`src/branch_settings.svh`:
```
// Branch resolution settings
// Widths, return stack depth and fetch reset PC
`ifndef BRANCH_SETTINGS_SVH
`define BRANCH_SETTINGS_SVH

// Data and address width, RV32 only
`define BR_XLEN 32

// Instruction ID width
`define BR_ID_W 4

// Signed branch and jump offset width
`define BR_OFFSET_W 21

// Return stack entries, power of two
`define BR_RAS_DEPTH 4

// Fetch PC out of reset
`define BR_RESET_PC 32'h0000_0100

`endif

```
`src/branch_pkg.sv`:
```
// Branch resolution types
// Issue operands, instruction ID and exception packet
`include "branch_settings.svh"

package branch_pkg;

    // Instruction ID
    typedef logic [`BR_ID_W-1:0] id_t;

    // Operands and decode flags from issue
    typedef struct packed {
        logic [`BR_XLEN-1:0] rs1;
        logic [`BR_XLEN-1:0] rs2;
        logic signed [`BR_OFFSET_W-1:0] pc_offset;
        logic [`BR_XLEN-1:0] issue_pc;
        logic [2:0] fn3;
        logic use_signed;
        logic jal;
        logic jalr;
        logic is_call;
        logic is_return;
    } branch_inputs_t;

    // Exception causes, RISC-V mcause encoding
    typedef enum logic [4:0] {
        inst_addr_misaligned = 5'd0,
        inst_access_fault = 5'd1,
        illegal_inst = 5'd2,
        breakpoint = 5'd3
    } exception_code_t;

    // Exception packet towards the trap logic
    typedef struct packed {
        logic valid;
        exception_code_t code;
        logic [`BR_XLEN-1:0] pc;
        logic [`BR_XLEN-1:0] tval;
        id_t id;
    } br_exception_t;

endpackage

```
`src/ras_if.sv`:
```
// Return address stack interface
// Push side from the branch unit, pop side from fetch
`timescale 1ns/1ns
`include "branch_settings.svh"

interface ras_if;

    // Single-cycle strobes
    logic push;
    logic pop;
    logic [`BR_XLEN-1:0] push_addr;

    // Current top of stack
    logic [`BR_XLEN-1:0] top_addr;
    logic top_valid;

    modport pusher (output push, output push_addr);
    modport popper (output pop, input top_addr, input top_valid);
    modport stack (input push, input pop, input push_addr, output top_addr, output top_valid);

endinterface

```
`src/branch_result_if.sv`:
```
// Resolved branch results
// Carries completion, flush and target from the branch unit to fetch
`timescale 1ns/1ns
`include "branch_settings.svh"

interface branch_result_if;

    // Pulse when the held branch completes
    logic resolved;
    // Next PC mismatch, redirect fetch
    logic flush;
    logic [`BR_XLEN-1:0] new_pc;
    logic taken;
    // Misaligned target trap this cycle
    logic exc_valid;

    modport source (output resolved, output flush, output new_pc, output taken, output exc_valid);
    modport sink (input resolved, input flush, input new_pc, input taken, input exc_valid);

endinterface

```
`src/branch_unit.sv`:
```
// Branch unit
// Resolves conditional branches and jumps, holds the result until the
// next PC reaches issue, then flags a flush or a misaligned target
`timescale 1ns/1ns
`include "branch_settings.svh"

module branch_unit (
    input logic clk,
    input logic rst,

    input logic issue_valid,
    input branch_pkg::id_t issue_id,
    input branch_pkg::branch_inputs_t branch_in,

    input logic [`BR_XLEN-1:0] next_pc,
    input logic next_pc_valid,

    output logic branch_complete,
    output branch_pkg::id_t branch_id,
    output branch_pkg::br_exception_t exc,

    ras_if.pusher ras,
    branch_result_if.source res
);

    localparam int XLEN = `BR_XLEN;
    localparam int OFF_W = `BR_OFFSET_W;

    // Issue stage compare and target
    logic [XLEN:0] cmp_a;
    logic [XLEN:0] cmp_b;
    logic [XLEN:0] cmp_diff;
    logic cmp_lt;
    logic cmp_eq;
    logic cmp_result;
    logic taken;
    logic [XLEN-1:0] offset_ext;
    logic [XLEN-1:0] jump_base;
    logic [XLEN-1:0] target;

    // Held branch state
    logic held;
    logic completing;
    logic load_ex;
    logic ex_taken;
    logic [XLEN-1:0] ex_target;
    logic [XLEN-1:0] ex_pc;
    branch_pkg::id_t ex_id;

    //////////////////////////////
    // Comparator
    //////////////////////////////

    // Extend by one bit, sign or zero, so the difference MSB is the less-than
    assign cmp_a = {branch_in.use_signed & branch_in.rs1[XLEN-1], branch_in.rs1};
    assign cmp_b = {branch_in.use_signed & branch_in.rs2[XLEN-1], branch_in.rs2};
    assign cmp_diff = cmp_a - cmp_b;
    assign cmp_lt = cmp_diff[XLEN];
    assign cmp_eq = (branch_in.rs1 == branch_in.rs2);

    // fn3[2] picks less-than, fn3[0] inverts (bne, bge, bgeu)
    assign cmp_result = (branch_in.fn3[2] ? cmp_lt : cmp_eq) ^ branch_in.fn3[0];

    // Jumps always taken
    assign taken = cmp_result | branch_in.jal | branch_in.jalr;

    //////////////////////////////
    // Target adder
    //////////////////////////////

    assign offset_ext = {{(XLEN-OFF_W){branch_in.pc_offset[OFF_W-1]}}, branch_in.pc_offset};
    assign jump_base = branch_in.jalr ? branch_in.rs1 : branch_in.issue_pc;
    // Not taken falls through to pc + 4
    assign target = jump_base + (taken ? offset_ext : XLEN'(4));

    //////////////////////////////
    // Hold until next PC
    //////////////////////////////

    // Next instruction PC at issue completes the held branch
    assign completing = held & next_pc_valid;
    assign branch_complete = completing | exc.valid;

    // Idle or completing, so the ex stage is free
    assign load_ex = ~held | branch_complete;

    // New issue wins over completion
    always_ff @(posedge clk) begin
        if (rst) begin
            held <= 1'b0;
        end else if (issue_valid) begin
            held <= 1'b1;
        end else if (branch_complete) begin
            held <= 1'b0;
        end
    end

    always_ff @(posedge clk) begin
        if (load_ex) begin
            ex_taken <= taken;
            ex_target[XLEN-1:1] <= target[XLEN-1:1];
            // JALR drops bit 0
            ex_target[0] <= target[0] & ~branch_in.jalr;
            ex_pc <= branch_in.issue_pc;
            ex_id <= issue_id;
        end
    end

    assign branch_id = ex_id;

    //////////////////////////////
    // Misaligned target
    //////////////////////////////

    // Only taken targets trap, first held cycle
    assign exc.valid = held & ex_taken & ex_target[1];
    assign exc.code = branch_pkg::inst_addr_misaligned;
    assign exc.pc = ex_pc;
    assign exc.tval = ex_target;
    assign exc.id = ex_id;

    //////////////////////////////
    // Results to fetch
    //////////////////////////////

    assign res.resolved = completing;
    // Bit 0 ignored in the compare, trapping branch never flushes
    assign res.flush = completing & ~exc.valid & (next_pc[XLEN-1:1] != ex_target[XLEN-1:1]);
    assign res.new_pc = ex_target;
    assign res.taken = ex_taken;
    assign res.exc_valid = exc.valid;

    //////////////////////////////
    // Return stack push
    //////////////////////////////

    // Call pushes its link address one cycle after issue
    always_ff @(posedge clk) begin
        if (rst) begin
            ras.push <= 1'b0;
        end else begin
            ras.push <= issue_valid & branch_in.is_call;
        end
    end

    always_ff @(posedge clk) begin
        ras.push_addr <= branch_in.issue_pc + XLEN'(4);
    end

endmodule

```
`src/return_stack.sv`:
```
// Return address stack
// Circular buffer, oldest entry overwritten when full
`timescale 1ns/1ns
`include "branch_settings.svh"

module return_stack (
    input logic clk,
    input logic rst,
    ras_if.stack ras
);

    localparam int XLEN = `BR_XLEN;
    localparam int DEPTH = `BR_RAS_DEPTH;
    localparam int PTR_W = $clog2(DEPTH);
    localparam int CNT_W = $clog2(DEPTH + 1);

    logic [XLEN-1:0] entries [DEPTH];
    logic [PTR_W-1:0] top_ptr;
    logic [CNT_W-1:0] count;

    // After the pop, before the push
    logic do_pop;
    logic [PTR_W-1:0] ptr_mid;
    logic [CNT_W-1:0] count_mid;

    // Pop on an empty stack does nothing
    assign do_pop = ras.pop & (count != '0);
    assign ptr_mid = do_pop ? top_ptr - 1'b1 : top_ptr;
    assign count_mid = do_pop ? count - 1'b1 : count;

    always_ff @(posedge clk) begin
        if (rst) begin
            top_ptr <= '0;
            count <= '0;
        end else if (ras.push) begin
            top_ptr <= ptr_mid + 1'b1;
            // Saturate at depth
            count <= (count_mid == CNT_W'(DEPTH)) ? count_mid : count_mid + 1'b1;
        end else begin
            top_ptr <= ptr_mid;
            count <= count_mid;
        end
    end

    // Push lands one above the post-pop top
    always_ff @(posedge clk) begin
        if (ras.push) begin
            entries[ptr_mid + 1'b1] <= ras.push_addr;
        end
    end

    assign ras.top_addr = entries[top_ptr];
    assign ras.top_valid = (count != '0);

endmodule

```
`src/fetch_redirect.sv`:
```
// Fetch redirect
// Next fetch PC from a flush, a return prediction or a sequential step
`timescale 1ns/1ns
`include "branch_settings.svh"

module fetch_redirect (
    input logic clk,
    input logic rst,
    input logic fetch_advance,
    input logic fetch_is_return,

    branch_result_if.sink res,
    ras_if.popper ras,

    output logic [`BR_XLEN-1:0] fetch_pc,
    output logic fetch_from_ras
);

    localparam int XLEN = `BR_XLEN;

    logic redirect;
    logic predict;

    // Resolved mispredict, a trapping taken branch goes to the trap path
    assign redirect = res.resolved & res.flush & ~(res.exc_valid & res.taken);

    // Predecoded return with a valid stack top
    assign predict = ~redirect & fetch_advance & fetch_is_return & ras.top_valid;

    assign ras.pop = predict;
    assign fetch_from_ras = predict;

    //////////////////////////////
    // Fetch PC register
    //////////////////////////////

    always_ff @(posedge clk) begin
        if (rst) begin
            fetch_pc <= `BR_RESET_PC;
        end else if (redirect) begin
            fetch_pc <= res.new_pc;
        end else if (predict) begin
            fetch_pc <= ras.top_addr;
        end else if (fetch_advance) begin
            fetch_pc <= fetch_pc + XLEN'(4);
        end
    end

endmodule

```
`src/branch_top.sv`:
```
// Branch resolution top level
// Branch unit, return stack and fetch redirect behind plain ports
`timescale 1ns/1ns
`include "branch_settings.svh"

module branch_top (
    input logic clk,
    input logic rst,

    // Issue
    input logic issue_valid,
    input logic [`BR_ID_W-1:0] issue_id,
    input logic [`BR_XLEN-1:0] rs1,
    input logic [`BR_XLEN-1:0] rs2,
    input logic [`BR_OFFSET_W-1:0] pc_offset,
    input logic [`BR_XLEN-1:0] issue_pc,
    input logic [2:0] fn3,
    input logic use_signed,
    input logic jal,
    input logic jalr,
    input logic is_call,
    input logic is_return,

    // Following instruction at issue
    input logic [`BR_XLEN-1:0] next_pc,
    input logic next_pc_valid,

    // Fetch
    input logic fetch_advance,
    input logic fetch_is_return,

    output logic branch_complete,
    output logic [`BR_ID_W-1:0] branch_id,
    output logic branch_flush,
    output logic [`BR_XLEN-1:0] branch_new_pc,
    output logic exc_valid,
    output logic [`BR_XLEN-1:0] exc_pc,
    output logic [`BR_XLEN-1:0] exc_tval,
    output logic [`BR_XLEN-1:0] fetch_pc,
    output logic fetch_from_ras
);

    branch_pkg::branch_inputs_t branch_in;
    branch_pkg::br_exception_t exc;

    ras_if ras_i ();
    branch_result_if res_i ();

    // Pack the issue operands
    assign branch_in.rs1 = rs1;
    assign branch_in.rs2 = rs2;
    assign branch_in.pc_offset = pc_offset;
    assign branch_in.issue_pc = issue_pc;
    assign branch_in.fn3 = fn3;
    assign branch_in.use_signed = use_signed;
    assign branch_in.jal = jal;
    assign branch_in.jalr = jalr;
    assign branch_in.is_call = is_call;
    assign branch_in.is_return = is_return;

    branch_unit branch_unit_i (
        .clk(clk),
        .rst(rst),
        .issue_valid(issue_valid),
        .issue_id(issue_id),
        .branch_in(branch_in),
        .next_pc(next_pc),
        .next_pc_valid(next_pc_valid),
        .branch_complete(branch_complete),
        .branch_id(branch_id),
        .exc(exc),
        .ras(ras_i.pusher),
        .res(res_i.source)
    );

    return_stack return_stack_i (
        .clk(clk),
        .rst(rst),
        .ras(ras_i.stack)
    );

    fetch_redirect fetch_redirect_i (
        .clk(clk),
        .rst(rst),
        .fetch_advance(fetch_advance),
        .fetch_is_return(fetch_is_return),
        .res(res_i.sink),
        .ras(ras_i.popper),
        .fetch_pc(fetch_pc),
        .fetch_from_ras(fetch_from_ras)
    );

    // Resolution and exception outputs
    assign branch_flush = res_i.flush;
    assign branch_new_pc = res_i.new_pc;
    assign exc_valid = exc.valid;
    assign exc_pc = exc.pc;
    assign exc_tval = exc.tval;

endmodule

```
`config.mk`:
```
export PLATFORM = sky130hd
export DESIGN_NAME = branch_top
export DESIGN_NICKNAME = d
export VERILOG_FILES = /design/src/branch_pkg.sv /design/src/ras_if.sv /design/src/branch_result_if.sv /design/src/branch_unit.sv /design/src/return_stack.sv /design/src/fetch_redirect.sv /design/src/branch_top.sv
export VERILOG_INCLUDE_DIRS = /design/src
export SDC_FILE = /design/constraint.sdc
export NUM_CORES = 1
export LEC_CHECK = 0
export BUFFER_PORTS_ARGS = -buffer_cell sky130_fd_sc_hd__buf_2
export CAP_MARGIN = 20
export CELL_PAD_IN_SITES_DETAIL_PLACEMENT = 1
export CELL_PAD_IN_SITES_GLOBAL_PLACEMENT = 1
export CORE_MARGIN = 5
export CORE_UTILIZATION = 39
export DETAILED_ROUTE_END_ITERATION = 16
export GPL_TIMING_DRIVEN = 0
export PLACE_DENSITY = 0.86
export SKIP_CTS_REPAIR_TIMING = 1
export SLEW_MARGIN = 10
export SYNTH_ARGS = -nofsm -noshare
export SYNTH_HDL_FRONTEND = slang
export SYNTH_SLANG_ARGS = --single-unit
export TNS_END_PERCENT = 50
```
`constraint.sdc`:
```
create_clock -name clk -period 5.2 [get_ports clk]
set_input_delay 0.78 -clock clk [delete_from_list [all_inputs] [get_ports clk]]
set_output_delay 0.78 -clock clk [all_outputs]
set_load 0.02 [all_outputs]
```
Yosys cells after proc, flatten, opt, wreduce, memory -nomap -nowiden:

Memory sizes are Yosys's and may differ from the RTL's. A register that Yosys moved wholly into a read port is not among the register bits.
Cells that the tools add are included.

* flip-flop bits (word level): 140
* memory bits (writable): 128
* input port bits: 167
* output and inout bits: 136
* memories kept: 1

* add/subtract/negate cells: 8
* equal/unequal tests: 3
* muxes and demuxes: 16
* bitwise operators: 26
* reduce and logical (&&, ||, !) cells: 3

Memory list
* return_stack_i.entries: depth 4, bits a word 32, rd ports 1, clocked after memory_dff 1, wr ports 1, line return_stack.sv:17 `logic [XLEN-1:0] entries [DEPTH];`

Operator list (count)
* $mux W32: 5
* $add A32 B3 Y32 const B: 2
* $sub A33 B33 Y33: 1
* $add A32 B32 Y32: 1
* $eq A32 B32 Y1: 1
* $ne A31 B31 Y1: 1
* $and A1 B1 Y1: 16
* $mux W3: 3
* $mux W2: 3
* $reduce_bool A3 Y1: 2
* $mux W1: 5
* $not A1 Y1: 5
* $or A1 B1 Y1: 4
* $add A3 B1 Y3 const B: 1
* $eq A3 B3 Y1 const B: 1
* $sub A3 B1 Y3 const B: 1
* $add A2 B1 Y2 const B: 1
* $reduce_bool A2 Y1: 1
* $sub A2 B1 Y2 const B: 1
* $xor A1 B1 Y1: 1

Longest topological paths before layout:

* word-level depth: 16
* depth in mapped cells: 23
* depth with buffers taken out: 23

Modules after synthesis:

From an unflattened synthesis, not the netlist that was laid out.

* cells, all modules: 1211
* area, all modules: 14252.4 µm²

Modules (own cells, without submodules)
* branch_unit: instances 1, cells an instance 671, area each 6829.0 µm²
* return_stack: instances 1, cells an instance 229, area each 5111.2 µm²
* fetch_redirect: instances 1, cells an instance 311, area each 2312.2 µm²

Worst setup path before layout:

No wires, ideal clock.

* path type: input-to-reg
* from: input rs2[9]
* to: register branch_unit_i.ex_target[31], in the netlist branch_unit_i.res.new_pc[31], data pin
* setup time: 268 ps
* data arrival time: 5092 ps
* setup slack: -159 ps
* stages: 23
* path buffers: 2
* path through: inv_1 -> ha_1 -> nand3_1 -> or4_4 -> a21oi_2 -> o311ai_1 -> and4_4 -> or2_4 -> a211oi_1 -> o21ai_1 -> clkbuf_1 -> and2_1 -> ha_1 -> buf_2 -> a21oi_1 -> a21oi_1 -> nand3_1 -> a21oi_1 -> nand4_1 -> a311oi_2 -> inv_1 -> o31ai_1 -> xnor3_1

* cells in the longest elaborated chain, start to end: 7

RTL lines
* from (decl): line branch_top.sv:14 `` input logic [`BR_XLEN-1:0] rs2, ``
* $sub A33 B33 Y33 or $eq A32 B32 Y1 (tied branches): line branch_unit.sv:57, branch_unit.sv:59
* $mux W1 *: line branch_unit.sv:62 `assign cmp_result = (branch_in.fn3[2] ? cmp_lt : cmp_eq) ^ branch_in.fn3[0];`
* $xor A1 B1 Y1 *: line branch_unit.sv:62
* $or A1 B1 Y1 * (2 in series): line branch_unit.sv:65 `assign taken = cmp_result | branch_in.jal | branch_in.jalr;`
* $mux W32 *: line branch_unit.sv:74 `assign target = jump_base + (taken ? offset_ext : XLEN'(4));`
* $add A32 B32 Y32 *: line branch_unit.sv:74
* named net branch_unit_i.target[31]: line branch_unit.sv:39 `logic [XLEN-1:0] target;`
* to (signal, indexed assignment): line branch_unit.sv:101 `ex_target[XLEN-1:1] <= target[XLEN-1:1];`
* to (decl): line branch_unit.sv:46 `logic [XLEN-1:0] ex_target;`

Mark *: on every way through the listed nets, which the timed path passes. The rest lies on a longest branch.
A chain may end at the register's enable or synchronous reset.

Final worst setup path:

* from: input rs2[6]
* to: register branch_unit_i.ex_target[30], in the netlist branch_unit_i.res.new_pc[30], data pin

The elaborated chain is that of the path after synthesis.

==> reports/metrics.cfg <==
[final_layout]
drive_gt1_share_pct = 35.7
final_cell_mix = 298 x buf_2, 197 x edfxtp_1, 74 x nand2_1, 71 x dfxtp_1, 67 x a21oi_1
fill_cells = 3824
final_common_cell = buf_2
fin_cells = 2014
seqCellArea_mm2 = 0.00734
syn_to_final_growth_pct = 27.6
nets = 1769
multi_input_area_mm2 = 0.00642

[pwr]
power.density_mw_per_mm2 = 375
power_leakage_nw = 7.13
power_mw = 6.67
switching_share_pct = 32.9
intPower_mw = 4.48
p_seq_share_pct = 42.3
switchingPower_mw = 2.19
vdd_ir_drop_max_mv = 0.233
p_comb_share_pct = 24.8
clockPowerShare_pct = 32.9

[placed_design]
place.gp.congestion = 0.915
dpl.cell_count = 1941
io_buffers = 297
hpwlAfterDp_um = 39400

[drt]
wire_per_inst_um = 26.6
num_vias = 11521
drc = 0
drtPass1Iterations = 5
ant_nets = 0
viasPerCell = 5.72
drt_iter0_drc = 1054
wirelength_um = 53600

[synthesis]
synth_edf_count = 197
seq_area_frac_synth_pct = 52.7
synth_area_per_cell_um2 = 11.8
yosys_warnings = 0
yosysTopAreaCell = edfxtp_1
postSynthCellCount = 1178
yosysTopAreaCellShare_pct = 42.5
syn_nets = 1419
synth_area_mm2 = 0.0139
async_flop_share_pct = 0
ys_top_cells_by_area = edfxtp_1 42%, dfxtp_1 10%, ha_1 6.6%, mux4_2 5.2%, xor2_1 3.2%
ys_types = 76
yosys_most_used_dff = edfxtp_1
ys_seq_elements = 268

[cts]
cts-root-buf = clkbuf_16
htree_levels = 1
clk_pin_slew_ns = 0.07
cts_tree = done
clock_latency_ns = 0.55
numCtsBuffers = 28
cts.path.max_buffers = 3
cts_sinks = 268

[floorplanning]
start_util_pct = 39.3
coreArea_mm2 = 0.0354
dieArea_mm2 = 0.0396
core.rowCount = 69
fp.dieW_um = 199
io_pins = 303
die_h_um = 199

[timing]
layout_setup_ws_ns = -0.296
worst_pin_slew_ns = 0.975
skew_ns = 0.0207
finalHoldViolCount = 0
timing.hold.ws_ns = 0.404
post-route-period-util_pct = 106
grt_setup_unrepaired = true
maxSlewHeadroom_pct = 35.0
post-route-min-period_ns = 5.50
drv_slew = 0
setup_viol = 6
fmax_mhz = 182

[flow_run]
cap_violations = 0

[setup_path]
worstPathArrival_ns = 5.77
slowest_stage = or4_4
setup.worst_path.start_class = input pin
end_kind = flop
cp_common_cell = ha_4
cp_data_required_time_ns = 5.47
critPathTopFamily = compound AO/OA/AOI/OAI gates
crit_type = in -> reg
crit_buf_inv = 4
critPathMaxFanout = 5
critPathMaxStageDelay_ns = 0.50

[grt]
grt_pass1_wl_um = 75400
grt_max_degree = 56
grt_overflow_total = 0
antenna_found_initial = 3
grt_usage_pct = 25.1
grt_pass1_vias = 11903

[outcome]
status = finished with violations
failed_checks = setup timing

[hold_path]
hold_class = in -> reg

stage by stage:
stage | area [um^2] | TNS, ns | utilization, % | worst slack (ns)
floorplan | 13900 | -0.0540 | - | -0.0533
global placement | 16000 | -105.94 | 45.2 | -1.45
detailed placement | 16100 | -20.12 | 45.6 | -1.58
CTS | 17100 | -7.95 | 48.4 | -1.10
global route | 17800 | -1.99 | 50.2 | -0.395
finish | 17800 | -0.986 | 50.2 | -0.296
cells in the mapped netlist, types with 4 or more instances:
library cell  instances
a21o_1               14
o21a_1                4
buf_1                 8
nor2_1               59
and4_1                5
nor3b_1               4
nand4_1              18
mux2_2               30
and2_1               27
nand2_1              75
and3_1               18
o31ai_1               4
o211ai_1              6
xor2_1               51
mux4_2               32
nand2b_1              8
dfxtp_1              71
o21ai_0              34
nor4_1               10
buf_2                 9
buf_4                32
a22o_1               11
o22ai_1               4
a211oi_1             20
o21ai_1              22
nand3_1              36
clkbuf_1             26
a31oi_1               9
edfxtp_1            197
nor2b_1              12
inv_1                57
nor3_1               14
ha_1                 73
a41oi_1               4
a32oi_1               5
a21oi_1              72
xnor2_1              43
layout make-up:
cell class	count	share of cell area, %
flip-flops and latches	268	41.3
clock inverters	15	1.25
repair buffers	320	9.96
diodes	3	0.0422
clock buffers	37	4.36
plain buffers	75	2.46
inverters	61	1.30
well taps	461	3.24
multi-input cells	774	36.1
path summary, 6_finish.rpt:
check	startpoint	end	slack, ns	cells after the start
max	rs2[6]	branch_unit_i.res.new_pc[30]	-0.30	25
min	issue_pc[1]	branch_unit_i.ras.push_addr[1]	0.40	1
max reg2reg	branch_unit_i.res.new_pc[22]	return_stack_i.entries[0][24]	0.56	13
min reg2reg	fetch_redirect_i.fetch_pc[1]	fetch_redirect_i.fetch_pc[1]	0.47	2
per-layer routing:
layer	global-route usage (%)	wire (um)
met5	0	0
met4	6.76	1910
met3	3.18	4070
met2	43.7	26500
met1	33.4	21200
sequential cells by signal, summed over array words and instances, names as in the netlist:
signal and flops:
return_stack_i.entries 128, return_stack_i.count 3, return_stack_i.top_ptr 2, branch_unit_i.branch_id 4, branch_unit_i.ras.push_addr 32, branch_unit_i.ras.push 1, branch_unit_i.res.taken 1, branch_unit_i.res.new_pc 32
fetch_redirect_i.fetch_pc 32, branch_unit_i.ex_pc 32, branch_unit_i.held 1
power groups by stage:
stage	Sequential (mW)	Combinational [mW]	Clock, mW
after global routing	2.83	1.76	2.30
after floorplan	2.83	0.822	0
after CTS	2.81	1.54	2.20
after global placement	2.85	1.46	0
after detailed placement	2.85	1.52	0
final	2.82	1.66	2.19
logic make-up after synthesis:
| family | synth area share [%] |
|---|---|
| compound gates | 10.8 |
| xor+xnor | 6.07 |
| fa+ha+maj | 6.70 |
| buf+inv | 4.61 |
| flops | 52.7 |
| mux | 7.82 |
| simple gates | 11.3 |
(Power assumes the default switching activity.)
